[config.mk]
export PLATFORM = sky130hd
export DESIGN_NAME = dump_unit
export DESIGN_NICKNAME = d
export VERILOG_FILES = /design/src/rtl/dump_pkg.sv /design/src/rtl/dump_word_if.sv /design/src/rtl/dump_sequencer.sv /design/src/rtl/word_serializer.sv /design/src/rtl/dump_unit.sv
export SDC_FILE = /design/constraint.sdc
export NUM_CORES = 1
export LEC_CHECK = 0
export BUFFER_PORTS_ARGS = -buffer_cell sky130_fd_sc_hd__buf_2
export CELL_PAD_IN_SITES_DETAIL_PLACEMENT = 1
export CELL_PAD_IN_SITES_GLOBAL_PLACEMENT = 1
export CORE_MARGIN = 4
export CORE_UTILIZATION = 35
export DETAILED_ROUTE_END_ITERATION = 16
export PLACE_DENSITY_LB_ADDON = 0.1
export SETUP_SLACK_MARGIN = 0.02
export SLEW_MARGIN = 20
export SYNTH_ARGS = -nofsm -noshare
export SYNTH_HDL_FRONTEND = slang
export SYNTH_SLANG_ARGS = --single-unit
[constraint.sdc]
create_clock -name clk_i -period 2.6 [get_ports clk_i]
set_input_delay 0.13 -clock clk_i [delete_from_list [all_inputs] [get_ports clk_i]]
set_output_delay 0.13 -clock clk_i [all_outputs]
set_load 0.05 [all_outputs]
[src/rtl/dump_pkg.sv]
// Debug dump shared types and protocol constants

package dump_pkg;

    // ----------------------------------------
    // Data widths
    // ----------------------------------------

    // Register file or memory word
    typedef logic [31:0] dump_word_t;

    // Memory byte address
    typedef logic [31:0] dump_addr_t;

    // One byte on the transmitter
    typedef logic [7:0]  tx_byte_t;

    // Register file index
    typedef logic [4:0]  rf_idx_t;

    // ----------------------------------------
    // Protocol constants
    // ----------------------------------------

    // Opens every dump
    localparam tx_byte_t    ALERT_CODE = 8'hDA;
    // Words in the register section
    localparam int unsigned RF_WORDS   = 32;
    // Byte step between memory words
    localparam dump_addr_t  MEM_STEP   = 32'd4;

endpackage

[src/rtl/dump_word_if.sv]
// Four-phase word handoff between the dump sequencer and the byte serializer

`timescale 1ns/1ps

interface dump_word_if;
    import dump_pkg::*;

    // Request held until ack rises
    logic       req;
    // Word held stable while req is high
    dump_word_t word;
    // Only the low byte goes out
    logic       single;
    // High after the last byte is done, low once req falls
    logic       ack;

    // Sequencer side
    modport source (
        output req, word, single,
        input  ack
    );

    // Serializer side
    modport sink (
        input  req, word, single,
        output ack
    );

endinterface

[src/rtl/dump_sequencer.sv]
// Dump section FSM that selects each word, drives read addresses and requests words

`timescale 1ns/1ps

module dump_sequencer (
    input  logic                 clk_i,
    input  logic                 rst_ni,

    // Trigger and completion
    input  logic                 dump_trigger_i,
    output logic                 dump_done_o,

    // Combinational register file debug read
    output dump_pkg::rf_idx_t    rf_dbg_addr_o,
    input  dump_pkg::dump_word_t rf_dbg_data_i,

    // Combinational data memory read and dump range
    output dump_pkg::dump_addr_t dmem_addr_o,
    input  dump_pkg::dump_word_t dmem_data_i,
    input  dump_pkg::dump_addr_t min_addr_i,
    input  dump_pkg::dump_addr_t max_addr_i,
    output logic                 dump_needs_mem_o,

    // Word handoff to the serializer
    dump_word_if.source          word_src
);
    import dump_pkg::*;

    // ----------------------------------------
    // Section state
    // ----------------------------------------
    typedef enum logic [2:0] {
        S_IDLE,
        S_ALERT,
        S_REGS,
        S_MIN_ADDR,
        S_MAX_ADDR,
        S_PAYLOAD,
        S_DONE
    } seq_state_t;

    seq_state_t state_q;
    seq_state_t sec_next;

    logic       req_q;
    logic       done_q;
    rf_idx_t    rf_idx_q;
    dump_addr_t mem_addr_q;

    // Current word fully handed off
    logic       word_ack;

    assign word_ack = req_q & word_src.ack;

    // ----------------------------------------
    // Word source select
    // ----------------------------------------
    always_comb begin
        case (state_q)
            S_ALERT:    word_src.word = dump_word_t'(ALERT_CODE);
            S_REGS:     word_src.word = rf_dbg_data_i;
            S_MIN_ADDR: word_src.word = min_addr_i;
            S_MAX_ADDR: word_src.word = max_addr_i;
            S_PAYLOAD:  word_src.word = dmem_data_i;
            default:    word_src.word = '0;
        endcase
    end

    // Alert is the only one-byte word
    assign word_src.single = (state_q == S_ALERT);
    assign word_src.req    = req_q;

    // Section after the current word completes
    always_comb begin
        sec_next = state_q;
        case (state_q)
            S_ALERT:    sec_next = S_REGS;
            S_REGS: begin
                if (rf_idx_q == rf_idx_t'(RF_WORDS - 1)) begin
                    sec_next = S_MIN_ADDR;
                end
            end
            S_MIN_ADDR: sec_next = S_MAX_ADDR;
            S_MAX_ADDR: sec_next = S_PAYLOAD;
            // Stop once the word just sent sat at or above max
            S_PAYLOAD: begin
                if (mem_addr_q >= max_addr_i) begin
                    sec_next = S_DONE;
                end
            end
            default:    sec_next = state_q;
        endcase
    end

    // ----------------------------------------
    // Sequencing registers
    // ----------------------------------------
    always_ff @(posedge clk_i or negedge rst_ni) begin
        if (!rst_ni) begin
            state_q    <= S_IDLE;
            req_q      <= 1'b0;
            done_q     <= 1'b0;
            rf_idx_q   <= '0;
            mem_addr_q <= '0;
        end else begin
            case (state_q)
                S_IDLE: begin
                    if (dump_trigger_i) begin
                        state_q  <= S_ALERT;
                        rf_idx_q <= '0;
                    end
                end
                S_DONE: begin
                    // Flag only after the last ack has dropped
                    if (!done_q && !word_src.ack) begin
                        done_q <= 1'b1;
                    end else if (done_q && !dump_trigger_i) begin
                        done_q  <= 1'b0;
                        state_q <= S_IDLE;
                    end
                end
                default: begin
                    // New request only once the previous ack is gone
                    if (!req_q && !word_src.ack) begin
                        req_q <= 1'b1;
                    end else if (word_ack) begin
                        req_q   <= 1'b0;
                        state_q <= sec_next;
                        if (state_q == S_REGS) begin
                            rf_idx_q <= rf_idx_q + 1'b1;
                        end
                        // Payload walk starts at the range minimum
                        if (state_q == S_MAX_ADDR) begin
                            mem_addr_q <= min_addr_i;
                        end
                        if (state_q == S_PAYLOAD && sec_next == S_PAYLOAD) begin
                            mem_addr_q <= mem_addr_q + MEM_STEP;
                        end
                    end
                end
            endcase
        end
    end

    // Read addresses held until the word is captured
    assign rf_dbg_addr_o    = rf_idx_q;
    assign dmem_addr_o      = mem_addr_q;

    // Memory owned across range and payload words
    assign dump_needs_mem_o = (state_q == S_MIN_ADDR) || (state_q == S_MAX_ADDR) ||
                              (state_q == S_PAYLOAD);
    assign dump_done_o      = done_q;

endmodule

[src/rtl/word_serializer.sv]
// Byte serializer that sends a handed-off word LSB first over the start/done transmitter

`timescale 1ns/1ps

module word_serializer (
    input  logic               clk_i,
    input  logic               rst_ni,

    // Word handoff from the sequencer
    dump_word_if.sink          word_snk,

    // Byte transmitter
    output dump_pkg::tx_byte_t tx_data_o,
    output logic               tx_start_o,
    input  logic               tx_done_i
);
    import dump_pkg::*;

    // ----------------------------------------
    // Serializer state
    // ----------------------------------------
    typedef enum logic [1:0] {
        S_WAIT_REQ,
        S_SEND,
        S_WAIT_DONE,
        S_ACK
    } ser_state_t;

    // Byte position within the word
    typedef logic [1:0] byte_idx_t;

    ser_state_t state_q;
    byte_idx_t  byte_idx_q;

    // Captured payload
    dump_word_t word_q;
    logic       single_q;

    // Last byte of this word in flight
    logic       last_byte;

    assign last_byte = single_q | (&byte_idx_q);

    always_ff @(posedge clk_i or negedge rst_ni) begin
        if (!rst_ni) begin
            state_q    <= S_WAIT_REQ;
            byte_idx_q <= '0;
        end else begin
            case (state_q)
                // Ack is low here, so a high req is a fresh request
                S_WAIT_REQ: begin
                    if (word_snk.req) begin
                        byte_idx_q <= '0;
                        state_q    <= S_SEND;
                    end
                end
                // One-cycle start pulse
                S_SEND: state_q <= S_WAIT_DONE;
                S_WAIT_DONE: begin
                    if (tx_done_i) begin
                        if (last_byte) begin
                            state_q <= S_ACK;
                        end else begin
                            byte_idx_q <= byte_idx_q + 1'b1;
                            state_q    <= S_SEND;
                        end
                    end
                end
                // Release ack once req falls
                S_ACK: begin
                    if (!word_snk.req) begin
                        state_q <= S_WAIT_REQ;
                    end
                end
                default: state_q <= S_WAIT_REQ;
            endcase
        end
    end

    // Payload capture on the request edge
    always_ff @(posedge clk_i) begin
        if (state_q == S_WAIT_REQ && word_snk.req) begin
            word_q   <= word_snk.word;
            single_q <= word_snk.single;
        end
    end

    // Little-endian byte pick
    assign tx_data_o    = word_q[{byte_idx_q, 3'b000} +: 8];
    assign tx_start_o   = (state_q == S_SEND);
    assign word_snk.ack = (state_q == S_ACK);

endmodule

[src/rtl/dump_unit.sv]
// Debug state dump unit that streams alert, registers, range and memory words

`timescale 1ns/1ps

module dump_unit (
    input  logic                 clk_i,
    input  logic                 rst_ni,

    // Trigger and completion
    input  logic                 dump_trigger_i,
    output logic                 dump_done_o,

    // Byte transmitter
    output dump_pkg::tx_byte_t   tx_data_o,
    output logic                 tx_start_o,
    input  logic                 tx_done_i,

    // Register file debug read
    output dump_pkg::rf_idx_t    rf_dbg_addr_o,
    input  dump_pkg::dump_word_t rf_dbg_data_i,

    // Data memory read and dump range
    output logic                 dump_needs_mem_o,
    output dump_pkg::dump_addr_t dmem_addr_o,
    input  dump_pkg::dump_word_t dmem_data_i,
    input  dump_pkg::dump_addr_t min_addr_i,
    input  dump_pkg::dump_addr_t max_addr_i
);

    // ----------------------------------------
    // Word handoff
    // ----------------------------------------
    dump_word_if u_word_if ();

    // Section FSM and read address control
    dump_sequencer u_sequencer (
        .clk_i            (clk_i),
        .rst_ni           (rst_ni),
        .dump_trigger_i   (dump_trigger_i),
        .dump_done_o      (dump_done_o),
        .rf_dbg_addr_o    (rf_dbg_addr_o),
        .rf_dbg_data_i    (rf_dbg_data_i),
        .dmem_addr_o      (dmem_addr_o),
        .dmem_data_i      (dmem_data_i),
        .min_addr_i       (min_addr_i),
        .max_addr_i       (max_addr_i),
        .dump_needs_mem_o (dump_needs_mem_o),
        .word_src         (u_word_if)
    );

    // Word to byte stream
    word_serializer u_serializer (
        .clk_i      (clk_i),
        .rst_ni     (rst_ni),
        .word_snk   (u_word_if),
        .tx_data_o  (tx_data_o),
        .tx_start_o (tx_start_o),
        .tx_done_i  (tx_done_i)
    );

endmodule

==> impl_metrics.json, run 1 <==
{
  "worst_pin_slew_ps": 682,
  "start_kind": "register",
  "cts.sinks": 79,
  "portBuffers": 179,
  "setup-tns-final_ps": 0,
  "async_flop_share": 0.582,
  "gr-total-overflow": 0,
  "synth_common_cells": "nand2_1, a22oi_1, inv_1",
  "crit-reg2reg-launch": "u_sequencer.dmem_addr_o[9]",
  "crit_required_ps": 2840,
  "clk_pin_slew_ps": 70,
  "post-route-min-period_ps": 2560,
  "critPathKind": "reg2reg",
  "synth_area_um2": 5690,
  "rsz0062_at_grt": "true",
  "period_share": 0.985,
  "slew_violations": 0,
  "grt_pass1_vias": 6287,
  "cp_max_fo": 7,
  "setup_violations": 0,
  "synth-edff-count": 33,
  "ir_drop_uv": 522,
  "wl_per_cell_um": 22.9,
  "syn_inst": 610,
  "syn-num-nets": 780,
  "layout-drive-gt1-share": 0.434,
  "grt_usage": 0.257,
  "fillers": 1857,
  "whs_ps": 14.2,
  "cts_made_buffers": 9,
  "start_util": 0.358,
  "die_h_um": 136,
  "drt_iter0_drc": 438,
  "yosysTopAreaCell": "dfrtp_1",
  "drtPass1Iterations": 6,
  "wirelength_mm": 24.6,
  "dp_slack_ps": -84.0,
  "coreArea_um2": 15900,
  "worst_ep_arrival_time_ps": 2800,
  "synthTopCellsByArea": "dfrtp_1, edfxtp_1, ha_1, a22oi_1, nand2_1",
  "dpl.hpwl_mm": 18.6,
  "antenna_found_initial": 0,
  "cts_tree": "built",
  "synth.ff_latch_count": 79,
  "clockBufferDepth": 2,
  "yosysMostFrequentCell": "nand2_1",
  "route.detailed.drc": 0,
  "pwr_density_cell_nw_per_um2": 1180,
  "rows": 46,
  "layout.nets": 1023,
  "grt_max_degree": 34,
  "synth_top_area_frac": 0.202,
  "ys.flop_type": "dfrtp_1",
  "ys_seq_area_frac": 0.376,
  "dp_cells": 1037,
  "via_count": 6105,
  "cp-startpoint": "u_sequencer.dmem_addr_o[9]",
  "ant_nets": 0,
  "end_kind": "register",
  "relSlewSlack": 0.545,
  "cts.htree.levels": 3,
  "max_freq_mhz": 390,
  "cts_root_buffer": "clkbuf_16",
  "vias_per_cell": 5.68,
  "fin_ws_ps": 38.0,
  "pin_count": 180,
  "final_cells": 1074,
  "syn_to_final_growth_pct": 44.4,
  "routabilityCongestion": 0.919,
  "status": "complete, no violations",
  "fin_skew_ps": 10.2,
  "dieArea_um2": 18400,
  "max-cap-violations": 0,
  "insertion_delay_ps": 350,
  "ys_warn_count": 0,
  "syn_avg_cell_area_um2": 9.33,
  "synth_cell_types": 58,
  "hold_path.class": "in2reg",
  "grt_pass1_wl_mm": 35.9,
  "p_leak_uw": 0.00379,
  "hold_start": "min_addr_i[0]",
  "die_x_um": 136,
  "final_util": 0.517,
  "n_antenna_cell": 0,
  "hold_viol_final": 0
}
-- layer usage --
metal	GRT usage	routed length, um	vias to the layer above
li1	-	-	2762
met1	0.336	10300	3056
met2	0.427	12200	243
met3	0.0475	1500	44
met4	0.0913	616	0
met5	0	0	-
-- through the flow --
step	instance area, um^2	total power [uW]
final	8220	9730
after global routing	8220	10300
after CTS	7830	9240
after detailed placement	7260	7630
after global placement	7260	7490
after floorplan	5720	5720
-- flip-flops by register name (all words and copies together) (netlist names), named ones only --
name	flops
u_serializer.single_q	1
u_sequencer.word_src.req	1
u_sequencer.dmem_addr_o	32
u_sequencer.dump_done_o	1
u_serializer.byte_idx_q	2
u_serializer.word_q	32
u_sequencer.state_q	2
u_sequencer.rf_dbg_addr_o	5
u_serializer.state_q	2
-- cell families after synthesis --
| group | synth area share |
|---|---|
| AO/OA/AOI/OAI | 0.213 |
| XOR/XNOR | 0.00154 |
| adder cells (fa/ha/maj) | 0.0836 |
| buffers and inverters | 0.0635 |
| flip-flops | 0.376 |
| multiplexers | 0.0954 |
| AND/OR/NAND/NOR | 0.167 |
-- placed cells by master (no fill, tap or decap), types with 12 or more instances in the layout --
cell and instances:
buf_2 179, nand2_1 75, buf_4 70, a22oi_1 55, inv_1 51, dfrtp_1 33, edfxtp_1 33, nor2_1 31
ha_1 27, a21oi_1 26, o21ai_0 16, nand3_1 16, nand4_1 14, mux2i_1 13, dfrtp_2 13, and3_1 12
mux2_4 12, clkbuf_16 12
-- report_power, final --
part / switching [uW] / internal, uW / leakage (uW) / total (uW)
sequential: 441 / 1910 / 0.000849 / 2350
combinational: 3700 / 2290 / 0.00279 / 5990
clock: 547 / 839 / 0.000148 / 1390
total: 4690 / 5040 / 0.00379 / 9730
-- timing repair --
action,4_1_cts,5_1_grt
buffers inserted,7,9
gates resized for setup,26,56
hold buffers,2,0
pin swaps,10,13
hold endpoints to repair,23,0
cloned,2,3
endpoints found under the setup margin,21,30
-- path summary, 6_finish.rpt --
path                                                    end  slack [ps]  cells after the start
worst max-delay path            u_sequencer.dmem_addr_o[30]          40                      8
max in group asynchronous        u_serializer.byte_idx_q[0]        1540                      3
worst max register to register  u_sequencer.dmem_addr_o[30]          40                      8
worst min-delay path             u_sequencer.dmem_addr_o[0]          10                      3
worst min register to register      u_sequencer.dump_done_o         510                      1
min in group asynchronous        u_sequencer.dmem_addr_o[2]         360                      2
-- worst max-delay path, stage by stage, from the launching register on --
cell	delay [ps]
dfrtp_2	400
ha_1	310
and4_1	230
a211oi_2	270
a31o_4	230
nor2b_4	300
buf_12	180
mux2_2	330
o22a_1	190
-- final cells by class --
class,count,area [um^2],share of cell area
Timing Repair Buffer,267,1720,0.209
Sequential cell,79,2160,0.263
Tap cell,216,270,0.0329
Clock inverter,6,85.1,0.0104
Multi-Input combinational cell,445,3570,0.434
Inverter,51,191,0.0233
Clock buffer,10,229,0.0279
Note: power is estimated with default switching activity, not from simulation.
==> run 2, diff against run 1 <==
Settings changed: CORE_MARGIN 4 to 2, HOLD_SLACK_MARGIN from default to 0.1.
==> run 2 against run 1 <==
Compared with the run above: the flow now finishes with violations (setup timing); core utilization decreased by 1.0 points; via count down 2.4%; critical path type unchanged; combinational power decreased by 4.8%; clock skew down 2.0 ps; worst setup slack worse by 64 ps; flip-flop and latch count stayed put; fmax shrank 2.5%; wire length down 3.1%; non-clock buffer count decreased by 2; register-to-register slack got worse by 60 ps.
==> impl_metrics.json, run 2 (synthesis results as in run 1) <==
{
  "placed_area_um2": 7230,
  "power_uw": 9420,
  "dpl.hpwl_mm": 17.9,
  "cts.htree.levels": 3,
  "fin_skew_ps": 8.14,
  "final_util": 0.507,
  "layout.nets": 1021,
  "cts.sinks": 79,
  "layout_common_cells": "buf_2, nand2_1, buf_4, a22oi_1, inv_1",
  "final_cells": 1072,
  "route.detailed.drc": 0,
  "max-cap-violations": 0,
  "violations": "setup timing",
  "end_kind": "register",
  "die_h_um": 132,
  "pin_count": 180,
  "period_share": 1.01,
  "hold_viol_final": 0,
  "cts_root_buffer": "clkbuf_16",
  "insertion_delay_ps": 350,
  "rows": 46,
  "clk_pin_slew_ps": 70,
  "crit_required_ps": 2830,
  "cts_tree": "built",
  "worst_pin_slew_ps": 895,
  "status": "finished with violations",
  "ant_nets": 0,
  "pwr_density_cell_nw_per_um2": 1170,
  "clockBufferDepth": 2,
  "vias_per_cell": 5.56,
  "antenna_found_initial": 0,
  "worst_ep_arrival_time_ps": 2850,
  "rsz0062_at_grt": "true",
  "dp_slack_ps": -121,
  "relSlewSlack": 0.403,
  "layout-drive-gt1-share": 0.404,
  "grt_usage": 0.271,
  "dp_cells": 1033,
  "coreArea_um2": 15900,
  "dieArea_um2": 17300,
  "wl_per_cell_um": 22.3,
  "final_common_cell": "buf_2",
  "final_design_area_no_fill_um2": 8060,
  "setup_violations": 3,
  "grt_max_degree": 34,
  "critPathKind": "reg2reg",
  "slew_violations": 0,
  "fin_ws_ps": -26.4,
  "grt_pass1_vias": 6376,
  "start_kind": "register",
  "ir_drop_uv": 439,
  "portBuffers": 179,
  "via_count": 5958,
  "p_leak_uw": 0.00373,
  "grt_pass1_wl_mm": 36.3,
  "drt_iter0_drc": 246,
  "syn_to_final_growth_pct": 41.6,
  "routabilityCongestion": 0.899,
  "cp_max_fo": 7,
  "cts_made_buffers": 9,
  "drtPass1Iterations": 5,
  "gr-total-overflow": 0,
  "n_antenna_cell": 0,
  "die_x_um": 132,
  "hold_path.class": "in2reg",
  "wirelength_mm": 23.9,
  "post-route-min-period_ps": 2630,
  "max_freq_mhz": 381,
  "start_util": 0.358
}
## run 2: worst paths after layout
check	from	end	slack, ps	depth (start not counted)
max reg2reg	u_sequencer.dmem_addr_o[0]	u_sequencer.dmem_addr_o[27]	-30	9
min	min_addr_i[14]	u_sequencer.dmem_addr_o[14]	100	3
min in group asynchronous	rst_ni	u_sequencer.dmem_addr_o[0]	440	2
max	u_sequencer.dmem_addr_o[0]	u_sequencer.dmem_addr_o[27]	-30	9
max in group asynchronous	rst_ni	u_serializer.state_q[1]	1390	3
min reg2reg	u_sequencer.rf_dbg_addr_o[3]	u_sequencer.rf_dbg_addr_o[3]	510	1
## run 2: area by class of cell
cell class | count | area, um^2
clock inverter | 5 | 81.3
sequential | 79 | 2160
timing repair buffer | 265 | 1730
tap | 216 | 270
inverter | 51 | 191
fill | 1913 | 7830
multi-input combinational | 445 | 3390
clock buffer | 11 | 233
## run 2: power by group
group | internal [uW] | switching (uW) | total, uW
Sequential | 1900 | 414 | 2320
Combinational | 2110 | 3590 | 5700
Clock | 845 | 549 | 1390
## run 2: stage by stage
step / hold WS [ps] / setup TNS [ps]
CTS: 100 / 0
global route: 102 / -1410
global placement: 288 / -32.9
detailed placement: 284 / -1400
finish: 98.2 / -32.7
floorplan: -166 / 0
## run 2: layer usage
layer	routed length, um	track usage
met3	1070	0.0424
met2	11700	0.457
met4	592	0.0882
met1	10500	0.357
met5	0	0
## run 2: timing repair
item                       CTS  global route
hold buffers                11             0
cloned                       3             3
setup endpoints to repair   26            28
resized for setup           22            21
pin swaps                   10            16
buffers inserted             3             5
hold endpoints to repair    38             0
## run 2: critical path: stages, from the launching register on
cell and delay (ps):
dfrtp_1 350, inv_1 60, ha_1 270, o21ai_0 360, a221o_1 250, a31o_2 220, nor2b_4 180, bufbuf_16 290
mux2_2 350, o22a_1 190
==> run 3, diff against run 2 <==
Settings changed: ABC_AREA from default to 1, CORE_UTILIZATION 35 to 34.
==> run 3 against run 2 <==
Compared with the run above: the run now ends clean; clock-buffer cell count is 1 lower; register-to-register slack better by 370 ps; core utilization shrank 6.6 points; sequential power is 8% higher; die area up 10%.
==> impl_metrics.json, run 3 <==
{
  "drt_iter0_drc": 433,
  "ys_seq_area_frac": 0.350,
  "vias_per_cell": 5.25,
  "setup_violations": 0,
  "cts.htree.levels": 3,
  "syn_to_final_growth_pct": 28.2,
  "period_share": 0.867,
  "hold_viol_final": 0,
  "start_kind": "register",
  "synth_top_area_frac": 0.197,
  "end_kind": "register",
  "ys_warn_count": 0,
  "synth_common_cells": "nand2_1, inv_1, nor2_1",
  "clk_pin_slew_ps": 60,
  "cts.sinks": 79,
  "p_switching_uw": 5140,
  "p_leak_uw": 0.00396,
  "pin_count": 180,
  "grt_usage": 0.264,
  "internal_power_uw": 4370,
  "status": "complete, no violations",
  "syn_avg_cell_area_um2": 7.11,
  "power_uw": 9510,
  "worst-path-buf-inv": 1,
  "worst_ep_arrival_time_ps": 2550,
  "slew_violations": 0,
  "cts_made_buffers": 9,
  "max-cap-violations": 0,
  "via_count": 6803,
  "dpl.hpwl_mm": 20.5,
  "routabilityCongestion": 0.887,
  "layout-drive-gt1-share": 0.230,
  "fin_ws_ps": 345,
  "yosysMostFrequentCell": "nand2_1",
  "cp_cell_sequence": "ha_1 -> nand2_1 -> a21oi_1 -> nor2_1 -> o21ai_1 -> nor2_1 -> nand2_1 -> nand2_2 -> nand3_4 -> a21oi_2 -> buf_4 -> nand2_1 -> nand2_1",
  "synthTopCellsByArea": "nand2_1, dfrtp_1, edfxtp_1, ha_1, inv_1",
  "antenna_found_initial": 0,
  "async_flop_share": 0.582,
  "critPathMostFrequentCell": "nand2_1",
  "switching_share": 0.540,
  "rsz0062_at_grt": "false",
  "ys.flop_type": "dfrtp_1",
  "dieArea_um2": 19100,
  "syn_inst": 860,
  "wl_per_cell_um": 19.5,
  "p_comb_frac": 0.595,
  "p_seq_frac": 0.263,
  "syn-num-nets": 1030,
  "start_util": 0.344,
  "whs_ps": 103,
  "pwr_density_cell_nw_per_um2": 1210,
  "rows": 49,
  "crit_required_ps": 2890,
  "dp_slack_ps": 389,
  "post-route-min-period_ps": 2250,
  "setup-tns-final_ps": 0,
  "synth_area_um2": 6110,
  "grt_pass1_wl_mm": 39.2,
  "cts_tree": "built",
  "ant_nets": 0,
  "grt_pass1_vias": 6872,
  "synth-edff-count": 33,
  "coreArea_um2": 17800,
  "fin_skew_ps": 9.10,
  "wirelength_mm": 25.2,
  "yosysTopAreaCell": "nand2_1",
  "synth.ff_latch_count": 79,
  "clkPwrFrac": 0.141,
  "cp_max_fo": 17,
  "hold_path.class": "in2reg",
  "route.detailed.drc": 0,
  "cp_slowest_cell": "dfrtp_1",
  "relSlewSlack": 0.629,
  "n_antenna_cell": 0,
  "layout_common_cells": "nand2_1, buf_2, inv_1, nor2_1, dfrtp_1",
  "synth_cell_types": 37,
  "ir_drop_uv": 697,
  "grt_max_degree": 34,
  "portBuffers": 179,
  "clockBufferDepth": 2,
  "die_x_um": 138,
  "gr-total-overflow": 0,
  "cts_root_buffer": "clkbuf_16",
  "die_h_um": 138,
  "critPathKind": "reg2reg",
  "insertion_delay_ps": 350,
  "drtPass1Iterations": 5,
  "cts_resized": 0,
  "layout.nets": 1231,
  "cp_top_family": "simple AND/OR/NAND/NOR gates",
  "cp_slowest_stage_delay_ps": 490,
  "final_common_cell": "nand2_1",
  "worst_pin_slew_ps": 557,
  "max_freq_mhz": 443
}
==> run 3: cell type report <==
class                   instances  area, um^2
fillers                      2371        9940
multi-input cells             659        3490
flip-flops and latches         79        2140
repair buffers                225        1280
inverters                      87         327
well taps                     229         287
clock buffers                  10         239
clock inverters                 6        67.6
==> run 3: through the flow <==
step	util	area (um^2)	instances
floorplan	-	6120	860
global placement	0.417	7410	1267
detailed placement	0.417	7410	1267
CTS	0.441	7840	1295
global route	0.441	7840	1295
finish	0.441	7840	1295
==> run 3: logic make-up after synthesis <==
kind of cell             synth area share
AND/OR/NAND/NOR                     0.328
AO/OA/AOI/OAI                       0.134
XOR/XNOR                           0.0272
buffers and inverters              0.0811
adder cells (fa/ha/maj)            0.0778
multiplexers                      0.00184
flip-flops                          0.350
==> run 3: layer usage <==
layer  vias to the layer above  GRT usage  wire (um)
met4                         0     0.0682        418
li1                       3267          -          -
met3                        27     0.0281        988
met1                      3349      0.354      11200
met2                       160      0.456      12600
met5                         -          0          0
==> run 3: path summary, 6_finish.rpt <==
kind / slack, ps / end / cells past startpoint / start
max: 350 / u_sequencer.dmem_addr_o[21] / 13 / u_sequencer.dmem_addr_o[14]
min: 100 / u_serializer.word_q[17] / 3 / dmem_data_i[17]
max reg2reg: 350 / u_sequencer.dmem_addr_o[21] / 13 / u_sequencer.dmem_addr_o[14]
min reg2reg: 510 / u_sequencer.dump_done_o / 1 / u_sequencer.dump_done_o
max in group asynchronous: 1550 / u_sequencer.dmem_addr_o[31] / 3 / rst_ni
min in group asynchronous: 260 / u_sequencer.word_src.req / 2 / rst_ni
==> run 3: power by group through the flow <==
stage,Sequential (uW),Clock [uW],Combinational (uW)
after detailed placement,2530,0,5640
final,2510,1340,5660
after CTS,2510,1370,5680
after global routing,2580,1410,6230
after floorplan,3290,0,2920
after global placement,2520,0,5550
==> run 3: what timing repair did <==
action / CTS / global route
setup buffers: 0 / 0
hold endpoints to repair: 28 / 0
hold buffers: 12 / 0
==> run 3: worst min-delay path, cell delays in order <==
cell and delay (ps):
buf_2 80, nand2_1 50, o211ai_1 80
